### src/design/ifu_pkg.sv
// shared fetch types; 64-bit addresses, 128-bit read lines of four 32-bit words, no RVC

package ifu_pkg;

  // ==========================================================================
  // widths
  // ==========================================================================
  localparam int unsigned ADDR_W = 64;
  localparam int unsigned LINE_W = 128;
  localparam int unsigned INST_W = 32;
  localparam int unsigned RESP_W = 2;

  // four instructions per line, word index taken from pc[3:2]
  localparam int unsigned WORD_IDX_LSB = 2;
  localparam int unsigned WORD_IDX_W   = 2;

  // ==========================================================================
  // types
  // ==========================================================================
  typedef logic [ADDR_W-1:0] addr_t;
  typedef logic [LINE_W-1:0] line_t;
  typedef logic [INST_W-1:0] inst_t;
  typedef logic [RESP_W-1:0] resp_t;

  // read channel sequencing
  typedef enum logic {
    IDLE,
    WAIT_DATA
  } bus_state_e;

  // ==========================================================================
  // constants
  // ==========================================================================
  localparam addr_t RESET_PC = 64'h0000_0000_8000_0000;

  // pc step per committed instruction
  localparam int unsigned INST_BYTES = 4;

  // AXI read response OKAY
  localparam resp_t RESP_OKAY = 2'b00;

endpackage

### src/design/ifu_pc_reg.sv
// program counter; rst_n high resets to RESET_PC, jump targets must be 4-byte aligned
`timescale 1ns/1ns

module ifu_pc_reg (
  input  logic           clk,
  input  logic           rst_n,
  input  logic           jump_i,
  input  ifu_pkg::addr_t jump_target_i,
  input  logic           stall_i,
  input  logic           rd_done_i,
  input  logic           discard_i,
  output ifu_pkg::addr_t pc_o
);

  ifu_pkg::addr_t pc_q;
  logic           redirect;
  logic           advance;

  // a stalled pipeline ignores the redirect
  assign redirect = jump_i && !stall_i;

  // beat taken for the current pc
  // a discarded beat belongs to the old path and must not move the pc
  assign advance = rd_done_i && !discard_i;

  // ==========================================================================
  // pc register
  // ==========================================================================
  always_ff @(posedge clk) begin
    if (rst_n) begin
      pc_q <= ifu_pkg::RESET_PC;
    end else if (redirect) begin
      pc_q <= jump_target_i;
    end else if (advance) begin
      pc_q <= pc_q + ifu_pkg::addr_t'(ifu_pkg::INST_BYTES);
    end else begin
      pc_q <= pc_q;
    end
  end

  assign pc_o = pc_q;

  // ==========================================================================
  // checks
  // ==========================================================================

  // no compressed instructions, so every fetch address is word aligned
  // (covers targets coming in from the later stages too)
  a_pc_aligned : assert property (
    @(posedge clk) disable iff (rst_n)
    pc_q[1:0] == 2'b00
  ) else $error("pc not aligned to four bytes");

endmodule

### src/design/ifu_bus_fsm.sv
// single outstanding AXI-style read, no IDs or bursts; stall only back-pressures the R channel
`timescale 1ns/1ns

module ifu_bus_fsm (
  input  logic clk,
  input  logic rst_n,
  input  logic arready_i,
  input  logic rvalid_i,
  input  logic stall_i,
  input  logic jump_i,
  output logic arvalid_o,
  output logic rready_o,
  output logic rd_done_o,
  output logic discard_o
);

  ifu_pkg::bus_state_e state_q;
  ifu_pkg::bus_state_e state_d;

  logic arvalid_q;
  logic rready_q;
  logic discard_q;
  logic ar_fire;
  logic rd_done;

  // ==========================================================================
  // handshakes
  // ==========================================================================

  // address accepted
  assign ar_fire = arvalid_q && arready_i;

  // data beat accepted
  assign rd_done = rready_q && rvalid_i && !stall_i;

  // ==========================================================================
  // state machine
  // ==========================================================================
  always_comb begin
    state_d = state_q;
    case (state_q)
      ifu_pkg::IDLE: begin
        if (ar_fire) begin
          state_d = ifu_pkg::WAIT_DATA;
        end
      end
      ifu_pkg::WAIT_DATA: begin
        if (rd_done) begin
          state_d = ifu_pkg::IDLE;
        end
      end
      default: begin
        state_d = ifu_pkg::IDLE;
      end
    endcase
  end

  always_ff @(posedge clk) begin
    if (rst_n) begin
      state_q <= ifu_pkg::IDLE;
    end else begin
      state_q <= state_d;
    end
  end

  // registered channel strobes
  // arvalid one cycle after the beat, rready one cycle after the address
  always_ff @(posedge clk) begin
    if (rst_n) begin
      arvalid_q <= 1'b0;
      rready_q  <= 1'b0;
    end else begin
      arvalid_q <= (state_d == ifu_pkg::IDLE);
      rready_q  <= (state_d == ifu_pkg::WAIT_DATA);
    end
  end

  // ==========================================================================
  // discard flag
  // ==========================================================================

  // redirect while the read is out, so the returning line is stale
  always_ff @(posedge clk) begin
    if (rst_n) begin
      discard_q <= 1'b0;
    end else if (rd_done) begin
      discard_q <= 1'b0;
    end else if (state_q == ifu_pkg::WAIT_DATA && jump_i && !stall_i) begin
      discard_q <= 1'b1;
    end
  end

  // ==========================================================================
  // outputs
  // ==========================================================================
  assign arvalid_o = arvalid_q;
  assign rready_o  = stall_i ? 1'b0 : rready_q;
  assign rd_done_o = rd_done;
  assign discard_o = discard_q;

  // ==========================================================================
  // checks
  // ==========================================================================

  // an offered address stays up until the slave takes it
  a_ar_held : assert property (
    @(posedge clk) disable iff (rst_n)
    arvalid_o && !arready_i |=> arvalid_o
  ) else $error("arvalid dropped before the address was accepted");

  // the stale flag only lives while a read is out
  a_discard_waiting : assert property (
    @(posedge clk) disable iff (rst_n)
    discard_q |-> state_q == ifu_pkg::WAIT_DATA
  ) else $error("discard set outside WAIT_DATA");

endmodule

### src/design/ifu_word_out.sv
// purely combinational; pc must point at the line being returned, fault is valid only with commit
`timescale 1ns/1ns

module ifu_word_out (
  input  ifu_pkg::addr_t pc_i,
  input  logic           jump_i,
  input  ifu_pkg::addr_t jump_target_i,
  input  logic           stall_i,
  input  logic           rd_done_i,
  input  logic           discard_i,
  input  ifu_pkg::line_t rdata_i,
  input  ifu_pkg::resp_t rresp_i,
  output ifu_pkg::addr_t inst_addr_o,
  output ifu_pkg::inst_t inst_o,
  output logic           commit_o,
  output logic           fault_o
);

  logic                               redirect;
  logic [ifu_pkg::WORD_IDX_W-1:0]     word_idx;
  logic                               commit;

  assign redirect = jump_i && !stall_i;

  // ==========================================================================
  // fetch address
  // ==========================================================================

  // the target goes out in the redirect cycle itself
  assign inst_addr_o = redirect ? jump_target_i : pc_i;

  // ==========================================================================
  // instruction select
  // ==========================================================================
  assign word_idx = pc_i[ifu_pkg::WORD_IDX_LSB +: ifu_pkg::WORD_IDX_W];

  // word 0 sits in the low bits of the line
  assign inst_o = rdata_i[word_idx*ifu_pkg::INST_W +: ifu_pkg::INST_W];

  // ==========================================================================
  // commit and fault
  // ==========================================================================

  // a beat arriving with a redirect, or one already marked stale, is dropped
  assign commit = rd_done_i && !redirect && !discard_i;

  assign commit_o = commit;
  assign fault_o  = commit && (rresp_i != ifu_pkg::RESP_OKAY);

endmodule

### src/design/ifu_top.sv
// fetch stage top; one read in flight, 128-bit line per read, rst_n high holds reset
`timescale 1ns/1ns

module ifu_top (
  input  logic           clk,
  input  logic           rst_n,

  // redirect and stall from the pipeline
  input  logic           jump_i,
  input  ifu_pkg::addr_t jump_target_i,
  input  logic           stall_i,

  // read channel
  input  logic           arready_i,
  input  logic           rvalid_i,
  input  ifu_pkg::line_t rdata_i,
  input  ifu_pkg::resp_t rresp_i,
  output logic           arvalid_o,
  output logic           rready_o,

  // fetched instruction
  output ifu_pkg::addr_t inst_addr_o,
  output ifu_pkg::inst_t inst_o,
  output logic           commit_o,
  output logic           fault_o
);

  ifu_pkg::addr_t pc;
  logic           rd_done;
  logic           discard;

  ifu_pc_reg i_pc_reg (
    .clk           (clk),
    .rst_n         (rst_n),
    .jump_i        (jump_i),
    .jump_target_i (jump_target_i),
    .stall_i       (stall_i),
    .rd_done_i     (rd_done),
    .discard_i     (discard),
    .pc_o          (pc)
  );

  ifu_bus_fsm i_bus_fsm (
    .clk       (clk),
    .rst_n     (rst_n),
    .arready_i (arready_i),
    .rvalid_i  (rvalid_i),
    .stall_i   (stall_i),
    .jump_i    (jump_i),
    .arvalid_o (arvalid_o),
    .rready_o  (rready_o),
    .rd_done_o (rd_done),
    .discard_o (discard)
  );

  ifu_word_out i_word_out (
    .pc_i          (pc),
    .jump_i        (jump_i),
    .jump_target_i (jump_target_i),
    .stall_i       (stall_i),
    .rd_done_i     (rd_done),
    .discard_i     (discard),
    .rdata_i       (rdata_i),
    .rresp_i       (rresp_i),
    .inst_addr_o   (inst_addr_o),
    .inst_o        (inst_o),
    .commit_o      (commit_o),
    .fault_o       (fault_o)
  );

endmodule

### config.mk
export PLATFORM = sky130hd
export DESIGN_NAME = ifu_top
export DESIGN_NICKNAME = d
export VERILOG_FILES = /design/src/design/ifu_pkg.sv /design/src/design/ifu_pc_reg.sv /design/src/design/ifu_bus_fsm.sv /design/src/design/ifu_word_out.sv /design/src/design/ifu_top.sv
export SDC_FILE = /design/constraint.sdc
export NUM_CORES = 1
export LEC_CHECK = 0
export ABC_AREA = 1
export BUFFER_PORTS_ARGS = -buffer_cell sky130_fd_sc_hd__buf_2
export CAP_MARGIN = 20
export CELL_PAD_IN_SITES_DETAIL_PLACEMENT = 1
export CELL_PAD_IN_SITES_GLOBAL_PLACEMENT = 1
export CORE_UTILIZATION = 33
export CTS_CLUSTER_SIZE = 24
export DETAILED_ROUTE_END_ITERATION = 10
export PLACE_DENSITY_LB_ADDON = 0.1
export SYNTH_ARGS = -nofsm -noshare
export SYNTH_HDL_FRONTEND = slang
export SYNTH_SLANG_ARGS = --single-unit
### constraint.sdc
create_clock -name clk -period 3.6 [get_ports clk]
set_input_delay 0.18 -clock clk [delete_from_list [all_inputs] [get_ports clk]]
set_output_delay 0.18 -clock clk [all_outputs]
set_load 0.01 [all_outputs]
**Yosys cells after proc, flatten, opt, wreduce, memory -nomap -nowiden**

Cells that the tools add are included.

- Bits in registers: 67

- Add/subtract/negate cells: 1
- Shift-type cells: 1
- Multiplexer cells: 7
- Bitwise logic cells: 2
- Reduce and logical (&&, ||, !) cells: 16

Operators by type and width:

| kind | count |
|---|---|
| 64-bit 2-to-1 mux | 3 |
| 128-bit by 8-bit variable part select with 32-bit output | 1 |
| 64-bit by 3-bit adder with 64-bit output (second input constant) | 1 |
| 1-bit logical AND | 10 |
| 2-bit nonzero test | 2 |
| 1-bit zero test | 3 |
| 1-bit 2-to-1 mux | 3 |
| 1-bit inverter | 2 |
| 1-bit one-hot mux with 2 select lines | 1 |
| 2-bit OR reduction | 1 |

**Logic depth before layout (Yosys ltp)**

Gate-level depths: netlist of the first run.

- Depth in word-level cells: 6
- Gate-level depth with buffers: 12
- Depth with buffers taken out: 12

**Cells and area by module**

From an unflattened synthesis of the first run, not the netlist that was laid out.

- Cell total of the unflattened synthesis: 1483
- Area, all modules: 7419.6 um^2

By module, submodules not included:

| module | instances | cells each | area each (um^2) |
|---|---|---|---|
| ifu_pc_reg | 1 | 876 | 4921.0 |
| ifu_word_out | 1 | 588 | 2366.0 |
| ifu_bus_fsm | 1 | 19 | 132.6 |

**Worst setup path before layout of the first run**

OpenSTA, ideal clock, no wires.

- Path type: register to register
- Start point: register i_pc_reg.pc_q[2] (netlist: i_pc_reg.pc_o[2])
- End point: register i_pc_reg.pc_q[48] (netlist: i_pc_reg.pc_o[48])
- Setup time: 109 ps
- Data arrival time: 1471 ps
- Setup slack: 2021 ps
- Stages on the path, launching flop included: 13
- Buffers on the path: 0
- Clock period less this slack: 1579 ps
- Path through: dfxtp_1 -> ha_1 -> nand2_1 -> nor2_2 -> nand2_1 -> nor2_1 -> nand2_1 -> inv_1 -> nand2_1 -> nand2_1 -> nand3_1 -> nand2_1 -> inv_1

- Word-level cells in the longest chain between the ends: 3

RTL lines:

| what | RTL line | source |
|---|---|---|
| start: declaration | ifu_pc_reg.sv:15 | `ifu_pkg::addr_t pc_q;` |
| start signal: assignment | ifu_pc_reg.sv:31 | `pc_q <= ifu_pkg::RESET_PC;` |
| start signal: assignment | ifu_pc_reg.sv:33 | `pc_q <= jump_target_i;` |
| start signal: assignment | ifu_pc_reg.sv:35 | `pc_q <= pc_q + ifu_pkg::addr_t'(ifu_pkg::INST_BYTES);` |
| 64-bit by 3-bit adder with 64-bit output | ifu_pc_reg.sv:35 |  |
| 64-bit 2-to-1 mux | ifu_pc_reg.sv:34 | `end else if (advance) begin` |
| 64-bit 2-to-1 mux | ifu_pc_reg.sv:32 | `end else if (redirect) begin` |

Every way passes these cells. The select of a mux whose other input is x is not followed.
A chain may end at the register's enable or synchronous reset.

**Worst setup path in the final report of the first run**

- Start point: register i_pc_reg.pc_q[3] (netlist: i_pc_reg.pc_o[3])
- End point: register i_pc_reg.pc_q[38] (netlist: i_pc_reg.pc_o[38])

Same word-level chain as after synthesis.

==> results.yml, run 1 <==
worst_setup_path:
  max_stage_delay_ns: 0.56
  worstSetupPathType: "register to register"
  slowest_stage: "nor2_2"
  start_kind: "register"
  crit_buf_inv: 3
  crit_chain: "buf_4 -> ha_1 -> nand2_1 -> nor2_2 -> nand2_2 -> nor2_2 -> nand2_1 -> inv_1 -> nand2_1 -> nand2_1 -> nand3_1 -> nand2_1 -> inv_1"
  cp_common_cell: "nand2_1"
  crit_cells: 13
  path_max_fanout: 14
  crit_family: "simple AND/OR/NAND/NOR gates"
  rr_worst_depth: 13
  required_ns: 3.85
  cp-end-kind: "register"
  arrival_ns: 2.73
place:
  dpl_worst_slack_ns: 1.17
  place.gp.congestion: 0.977
  io_buffers: 299
  dp.cells: 1825
  dp_hpwl_um: 27300
  place_area_mm2: 0.00847
sta:
  finalSetupTns_ns: 0
  fmax_ghz: 0.404
  slew_viol_final: 0
  hold_viol: 0
  fin_crit_ns: 2.48
  setup_violations: 0
  worst-slew-pin-transition_ns: 0.899
  rsz0062_at_grt: "no"
  fin_ws_ns: 1.12
  holdWs_ns: 0.115
  clock_skew_ns: 0.00615
  timing.slew.headroom_pct: 40.0
  finalCritPeriodShare_pct: 68.8
power_and_ir_drop:
  p_sw_mw: 0.938
  seqPwrFrac_pct: 34.6
  clockPowerShare_pct: 32.6
  p_comb_share_pct: 32.8
  p_per_area_mw_per_mm2: 290
  irDropWorstVdd_mv: 0.213
  swShare_pct: 36.9
  p_int_mw: 1.60
  leakagePower_nw: 4.42
synthesis:
  yosysUniqueCellTypes: 32
  post-synth-top-area-cell: "dfxtp_1"
  ys_ff_latch: 67
  async_flop_share_pct: 0
  yosysSeqAreaShare_pct: 19.6
  synthCells: 1316
  yosys_most_used_dff: "dfxtp_1"
  syn_nets: 1517
  syn_area_mm2: 0.00685
  synth.area.top_cells: "dfxtp_1 (20%), nand2_1 (16%), nor2_1 (14%)"
  avgSynthCellArea_um2: 5.21
  synth_top_area_share_pct: 19.6
  synth-edff-count: 0
  yosys_warnings: 0
drt:
  first_pass_iters: 4
  drt-total-wl_um: 34000
  wl_per_cell_um: 18.4
  via_per_inst: 5.33
  vias: 9822
  drc: 0
  ant_nets: 0
  drt_iter0_drc: 597
global_routing:
  grt_pass1_vias: 9485
  grt_start_max_net_pins: 141
  grt_pass1_wl_um: 52800
  antenna_found_initial: 4
  grt_overflow_total: 0
  grtUsageTotal_pct: 31.6
floorplanning:
  dieArea_mm2: 0.0213
  fp.dieH_um: 146
  initial_core_util_pct: 33.8
  ios: 300
  dieWidth_um: 146
  core-area_mm2: 0.0203
  row_count: 52
worst_hold_path:
  hp-class: "input port to register"
  hold_depth: 3
run_status:
  run_status: "finished clean"
flow_run:
  max_cap_violations: 0
finish:
  design_area_mm2: 0.00874
  drive_gt1_share_pct: 22.1
  nets: 1767
  area.growth.synth_to_final_pct: 27.6
  fin_cells: 1844
cts:
  cts.sinks: 67
  cts_hold_buf: 0
  cts_made_buffers: 9
  cts-htree-levels: 3
  cts_root_buf: "clkbuf_16"
  cts_resized: 0
  cts_tree: "done"
  clkTransAtPathRegs_ns: 0.06
  clk_latency_ns: 0.35
  cts_max_path_buffers: 2
  cts_setup_buffers: 0
-- synthesized netlist by cell type (3+ instances only) --
master	number
a21oi_1	48
a31oi_1	10
buf_1	3
buf_2	15
buf_6	4
clkbuf_1	45
dfxtp_1	67
inv_1	179
mux2_2	3
nand2_1	293
nand2_2	4
nand3_1	112
nand4_1	27
nor2_1	254
nor2_2	5
o21ai_0	186
o21ai_1	4
o22ai_1	32
or2_2	3
-- through the flow --
step           power [mW]  util [%]
2_1_floorplan        1.33         -
3_3_place_gp         1.70      41.7
3_5_place_dp         1.72      41.7
4_1_cts              2.55      43.0
5_1_grt              2.68      43.1
6_report             2.54      43.1
-- tightest hold or removal path: stages --
cell	delay, ns
buf_2	0.10
nand2_1	0.07
a21oi_1	0.06
-- sequential cells by signal (all words and copies together) (netlist names) --
signal,flops
i_bus_fsm.arvalid_o,1
i_bus_fsm.discard_o,1
i_bus_fsm.state_q,1
i_pc_reg.pc_o,64
-- power by group through the flow --
stage	sequential (mW)	clock, mW	combinational (mW)
final	0.879	0.828	0.832
after global routing	0.886	0.866	0.924
after CTS	0.876	0.841	0.832
after detailed placement	0.891	0	0.827
after global placement	0.889	0	0.814
after floorplan	0.862	0	0.473
-- layout make-up --
type,instances,area (um2)
fillers,3064,11600
multi-input cells,997,4500
repair buffers,310,1620
flip-flops and latches,67,1340
inverters,181,679
well taps,270,338
clock buffers,12,246
clock inverters,3,15.0
diodes,4,10.0
-- cell families (layout without fill, tap and decap cells) --
logic type                 count (synthesis)  count (layout)  share of synthesized area, %
other                                      0               4                             0
adders and majority gates                  1               1                         0.183
and+or+nand+nor                          705             705                          42.6
AOI/OAI and AO/OA                        287             287                          22.1
xor gates and xnor gates                   1               1                         0.128
buffers and inverters                    252             506                          14.9
muxes                                      3               3                         0.493
DFF                                       67              67                          19.6
-- placed cells by master, fill, tap and decap left out --
cell type | Yosys | routed
buf_2 | 15 | 299
nand2_1 | 293 | 293
nor2_1 | 254 | 254
o21ai_0 | 186 | 186
inv_1 | 179 | 177
nand3_1 | 112 | 112
dfxtp_1 | 67 | 66
a21oi_1 | 48 | 48
o22ai_1 | 32 | 32
nand4_1 | 27 | 27
a31oi_1 | 10 | 10
clkbuf_16 | 0 | 9
buf_4 | 2 | 8
nor2_2 | 5 | 5
diode_2 | 0 | 4
nand2_2 | 4 | 4
o21ai_1 | 4 | 4
inv_2 | 2 | 3
or2_2 | 3 | 3
mux2_2 | 3 | 3
clkinv_2 | 0 | 3
buf_12 | 0 | 3
nor2_4 | 2 | 2
nand2_4 | 2 | 2
o211ai_1 | 2 | 2
nor3_1 | 2 | 2
a41oi_1 | 2 | 2
a311oi_1 | 2 | 2
clkbuf_1 | 45 | 2
o21ai_4 | 0 | 1
clkinv_1 | 0 | 1
xnor2_1 | 1 | 1
nand3b_1 | 1 | 1
ha_1 | 1 | 1
clkbuf_8 | 2 | 1
dfxtp_2 | 0 | 1
-- worst paths after layout --
check	start	endpoint	slack (ns)
max	i_pc_reg.pc_o[3]	i_pc_reg.pc_o[38]	1.12
min	jump_target_i[8]	i_pc_reg.pc_o[8]	0.12
max reg2reg	i_pc_reg.pc_o[3]	i_pc_reg.pc_o[38]	1.12
min reg2reg	i_bus_fsm.state_q	i_bus_fsm.state_q	0.50
-- per-layer routing --
layer	global-route usage (%)	wire [um]	share of wire, %
met5	0	0	0
met4	10.5	921	2.7
met2	52.5	15600	46
met1	42.0	15500	46
met3	4.59	1960	5.8
(Power assumes the default switching activity.)
==> run 2, diff against run 1 <==
ABC_AREA = 0   (was 1)
CORE_UTILIZATION = 30   (was 33)
clock period = 2.6 ns   (was 3.6 ns; I/O delays follow)
==> run 2 against run 1 <==
Core utilization increased by 0.69 points. Fmax increased by 1.8%. Synthesized cell count decreased by 47%. Routed wire length decreased by 30%. Register-to-register slack got worse by 0.96 ns. Critical path type unchanged. Largest cell class unchanged.
==> results.yml, run 2 <==
sta:
  worst-slew-pin-transition_ns: 0.761
  clock_skew_ns: 0.00628
  fmax_ghz: 0.411
  finalSetupTns_ns: 0
  timing.slew.headroom_pct: 49.2
  rsz0062_at_grt: "no"
  fin_crit_ns: 2.43
  hold_viol: 0
  slew_viol_final: 0
  finalCritPeriodShare_pct: 93.6
  setup_violations: 0
  holdWs_ns: 0.0406
global_routing:
  grtUsageTotal_pct: 26.0
  grt_pass1_vias: 6300
  grt_overflow_total: 0
  grt_pass1_wl_um: 35900
  grt_start_max_net_pins: 60
  antenna_found_initial: 3
floorplanning:
  row_count: 47
  dieWidth_um: 134
  fp.dieH_um: 134
  core-area_mm2: 0.0168
  initial_core_util_pct: 31.1
  ios: 300
  dieArea_mm2: 0.0180
cts:
  clkTransAtPathRegs_ns: 0.05
  cts_root_buf: "clkbuf_16"
  cts_max_path_buffers: 2
  cts-htree-levels: 3
  clk_latency_ns: 0.34
  cts_resized: 0
  cts.sinks: 67
  cts_made_buffers: 9
  cts_tree: "done"
  cts_hold_buf: 0
  cts_setup_buffers: 0
finish:
  area.growth.synth_to_final_pct: 40.8
  largest_reg_flops: 64
  final_common_cell: "buf_2"
  drive_gt1_share_pct: 39.2
  nets: 1193
  layout_common_cells: "buf_2 (299), nand2_1 (203), dfxtp_1 (65)"
synthesis:
  synth_compound_area_share_pct: 15.5
  muxShareOfSynthArea_pct: 13.8
  ys_ff_latch: 67
  async_flop_share_pct: 0
  avgSynthCellArea_um2: 7.45
  yosys_warnings: 0
  synth-edff-count: 0
  synthAdderAreaFrac_pct: 0.239
  yosysUniqueCellTypes: 44
  synth_top_area_share_pct: 25.7
  synth_commonest_cells: "nand2_1 (203), dfxtp_1 (67), nor2_1 (51), clkbuf_1 (40), o21ai_0 (38)"
  synth_xor_area_share_pct: 4.86
  synthCells: 702
  synthSimpleGateAreaFrac_pct: 35.4
  post-synth-top-area-cell: "dfxtp_1"
  syn_area_mm2: 0.00523
  syn_nets: 903
  synth_top_family_by_area: "simple AND/OR/NAND/NOR gates"
  synth.area.top_cells: "dfxtp_1 (26%), nand2_1 (15%), mux4_2 (14%)"
  yosysSeqAreaShare_pct: 25.7
  yosys_most_used_dff: "dfxtp_1"
  synth.most_common_cell: "nand2_1"
drt:
  first_pass_iters: 5
  drt_iter0_drc: 403
  drc: 0
  drt-total-wl_um: 23800
  ant_nets: 0
  vias: 6474
  wl_per_cell_um: 19.5
  via_per_inst: 5.31
power_and_ir_drop:
  finalPower_mw: 3.17
  leakagePower_nw: 3.36
  p_per_area_mw_per_mm2: 431
  irDropWorstVdd_mv: 0.289
worst_setup_path:
  rr_worst_depth: 5
  cp-end-kind: "register"
  arrival_ns: 2.68
  worstSetupPathType: "register to register"
  required_ns: 2.85
  start_kind: "register"
  rrSetupSlack_ns: 0.17
  r2r-end: "i_pc_reg.pc_o[58]"
  path_max_fanout: 8
  crit-reg2reg-launch: "i_bus_fsm.discard_o"
worst_hold_path:
  hold_depth: 2
  hold-path-endpoint: "i_bus_fsm.discard_o"
  hp-class: "input port to register"
  hold_path.startpoint: "rvalid_i"
place:
  io_buffers: 299
  place.gp.congestion: 0.804
  dp_hpwl_um: 19000
flow_run:
  max_cap_violations: 0
run_status:
  run_status: "finished clean"
-- run 2: how the worst max path moves through the flow --
stage / start / to / slack (ns) / depth (start not counted)
after floorplan: i_pc_reg.pc_o[2] / i_pc_reg.pc_o[53] / 0.50 / 7
after global placement: stall_i / i_pc_reg.pc_o[54] / 0.24 / 6
after detailed placement: i_bus_fsm.discard_o / i_pc_reg.pc_o[58] / 0.18 / 5
after CTS: i_bus_fsm.discard_o / i_pc_reg.pc_o[58] / 0.16 / 5
after global routing: i_bus_fsm.discard_o / i_pc_reg.pc_o[58] / 0.009 / 5
final: i_bus_fsm.discard_o / i_pc_reg.pc_o[58] / 0.17 / 5
-- run 2: cell type report --
type	instances	area [um2]
fillers	2180	9460
multi-input cells	574	3670
repair buffers	330	1740
flip-flops and latches	67	1340
well taps	220	275
clock buffers	14	274
inverters	10	37.5
clock inverters	1	7.51
diodes	3	7.51
-- run 2: power by group --
group | leakage [nW] | total, mW | internal (mW) | switching (mW)
logic | 2.67 | 0.834 | 0.394 | 0.439
clock network | 0.135 | 1.16 | 0.719 | 0.445
registers | 0.553 | 1.18 | 1.09 | 0.0801
-- run 2: cells by family (layout without fill, tap and decap cells) --
family,count (synthesis),count (layout)
simple gates,386,386
compound gates,126,126
flops,67,67
buf+inv,61,355
mux,32,32
xor+xnor,29,29
fa+ha+maj,1,1
other cells,0,3
-- run 2: metrics by stage --
stage          cell area, um2  setup WS, ns  utilization, %  instances
5_1_grt                  7360       0.00940            43.8       1219
6_report                 7360         0.165            43.8       1219
3_3_place_gp             7070         0.237            42.0       1201
4_1_cts                  7350         0.161            43.7       1216
3_5_place_dp             7070         0.181            42.0       1201
2_1_floorplan            5230         0.504               -        702
-- run 2: metal layers --
metal / global-route usage (%) / routed length (um)
met1: 33.6 / 10200
met5: 0 / 0
met4: 7.43 / 575
met2: 43.1 / 11300
met3: 6.01 / 1640
-- run 2: worst max-delay path: stages (launching register included) --
cell       delay [ns]
dfxtp_1          0.32
nand4bb_2        0.39
nor3_4           0.44
nand3_1          0.35
or4_1            0.59
a311oi_1         0.25
==> run 3, diff against run 2 <==
CORE_MARGIN = 10   (was default)
CORE_UTILIZATION = 33   (was 30)
SYNTH_HIERARCHICAL = 1   (was default)
==> run 3 against run 2 <==
Worst hold slack improved by 0.0019 ns. Clock skew grew 0.0040 ns. Area after synthesis increased by 7.5%. Critical endpoint is now i_pc_reg/pc_o[58]. Highest routed layer is now met5.
==> results.yml, run 3 <==
place:
  place.gp.congestion: 0.997
  dpl_worst_slack_ns: 0.0315
  io_buffers: 299
  dp_hpwl_um: 22400
  place_area_mm2: 0.00723
  dp.cells: 1099
power_and_ir_drop:
  leakagePower_nw: 3.19
  p_per_area_mw_per_mm2: 458
  p_sw_mw: 1.07
  p_int_mw: 2.42
  swShare_pct: 30.6
  p_comb_share_pct: 25.7
  clockPowerShare_pct: 39.8
  irDropWorstVdd_mv: 0.282
  finalPower_mw: 3.49
  seqPwrFrac_pct: 34.4
worst_setup_path:
  required_ns: 2.85
  cp-end-kind: "register"
  path_max_fanout: 6
  slowest_stage: "or4_4"
  start_kind: "register"
  max_stage_delay_ns: 0.54
  worstSetupPathType: "register to register"
  arrival_ns: 2.68
  crit_chain: "nand3_2 -> or3_4 -> or4_4 -> or4_1 -> a311oi_1"
synthesis:
  async_flop_share_pct: 0
  ys_ff_latch: 67
  yosys_most_used_dff: "dfxtp_1"
  yosysUniqueCellTypes: 65
  synth.area.top_cells: "dfxtp_1 (24%), mux2_2 (13%), mux4_2 (12%)"
  syn_nets: 807
  yosys_warnings: 6
  yosysSeqAreaShare_pct: 23.9
  syn_area_mm2: 0.00562
  synth.most_common_cell: "dfxtp_1"
  synth-edff-count: 0
  synth_top_area_share_pct: 23.9
  synthCells: 606
  synth_commonest_cells: "dfxtp_1 (67), mux2_2 (65), nor2_1 (36), o21ai_0 (36)"
  avgSynthCellArea_um2: 9.27
  post-synth-top-area-cell: "dfxtp_1"
finish:
  n_fill_cell: 2032
  layout_common_cells: "buf_2 (299), dfxtp_1 (66), mux2_2 (65)"
  multi_input_area_mm2: 0.00397
  nets: 1092
  fin_cells: 1121
  drive_gt1_share_pct: 51.3
  area.sequential_mm2: 0.00134
  design_area_mm2: 0.00760
  largest_reg_flops: 64
  final_common_cell: "buf_2"
  area.growth.synth_to_final_pct: 35.3
floorplanning:
  core-area_mm2: 0.0166
  ios: 300
  row_count: 47
  fp.dieH_um: 151
  dieArea_mm2: 0.0227
  initial_core_util_pct: 33.8
  dieWidth_um: 151
cts:
  cts_max_path_buffers: 2
  cts.sinks: 67
  cts_root_buf: "clkbuf_16"
  cts_tree: "done"
  clk_latency_ns: 0.35
  cts_made_buffers: 9
  clkTransAtPathRegs_ns: 0.06
  cts-htree-levels: 3
  cts_hold_buf: 0
sta:
  fmax_ghz: 0.412
  rsz0062_at_grt: "no"
  hold_viol: 0
  finalSetupTns_ns: 0
  timing.slew.headroom_pct: 50.1
  clock_skew_ns: 0.0103
  fin_crit_ns: 2.43
  fin_ws_ns: 0.173
  finalCritPeriodShare_pct: 93.3
  setup_violations: 0
  worst-slew-pin-transition_ns: 0.748
  slew_viol_final: 0
drt:
  drc: 0
  wl_per_cell_um: 24.4
  drt-total-wl_um: 27400
  first_pass_iters: 4
  vias: 6293
  ant_nets: 0
  drt_iter0_drc: 258
  via_per_inst: 5.61
run_status:
  run_status: "finished clean"
worst_hold_path:
  hp-class: "input port to register"
global_routing:
  grt_overflow_total: 0
  grtUsageTotal_pct: 22.7
  grt_start_max_net_pins: 45
  grt_pass1_vias: 6586
  antenna_found_initial: 5
  grt_pass1_wl_um: 40200
flow_run:
  max_cap_violations: 0
run 3: area by class of cell:
cell class                 count  area share [%]
inverter                       6           0.296
multi-input combinational    487            52.2
antenna                        5           0.165
clock buffer                  10            3.14
timing repair buffer         320            21.8
tap                          220            3.62
clock inverter                 6            1.17
sequential                    67            17.7
run 3: worst max-delay path, delay by kind of cell, from the launching register on:
family          cells  cell delay (ns)
compound gates      1             0.26
simple gates        4             1.64
flops               1             0.44
run 3: logic make-up (layout without fill, tap and decap cells):
group	after synthesis	after routing	synth area share [%]
flops	67	67	23.9
fa+ha+maj	1	1	0.223
buf+inv	52	342	6.08
xor+xnor	38	38	5.92
simple gates	233	233	24.6
other cells	0	5	0
compound gates	113	113	12.4
mux	102	102	26.9
run 3: final timing paths:
path | startpoint | to | slack, ns | cells after the start
setup reg to reg | i_pc_reg/pc_o[29] | i_pc_reg/pc_o[58] | 0.17 | 5
setup / recovery | i_pc_reg/pc_o[29] | i_pc_reg/pc_o[58] | 0.17 | 5
hold / removal | jump_target_i[1] | i_pc_reg/pc_o[1] | 0.04 | 3
hold reg to reg | i_pc_reg/pc_o[0] | i_pc_reg/pc_o[0] | 0.46 | 2
run 3: power groups by stage:
stage / Combinational, mW / Clock [mW] / Sequential, mW
after floorplan: 0.530 / 0 / 1.18
after global placement: 0.887 / 0 / 1.21
after detailed placement: 0.905 / 0 / 1.22
after CTS: 0.910 / 1.41 / 1.20
after global routing: 0.980 / 1.45 / 1.21
final: 0.897 / 1.39 / 1.20
run 3: per-layer routing:
metal / global-route usage, % / share of wire, %
met1: 26.8 / 40
met2: 39.3 / 51
met3: 6.33 / 7.8
met4: 6.71 / 1.7
met5: 0 / 0.088
run 3: repair_timing:
action | 4_1_cts | 5_1_grt
buffers inserted | 0 | 1
resized for setup | 0 | 4
endpoints found under the setup margin | 0 | 7
run 3: stage by stage:
stage | hold WS, ns | util (%)
floorplan | 0.195 | -
global placement | 0.387 | 43.5
detailed placement | 0.402 | 43.5
CTS | 0.0320 | 45.4
global route | 0.0422 | 45.7
finish | 0.0425 | 45.7
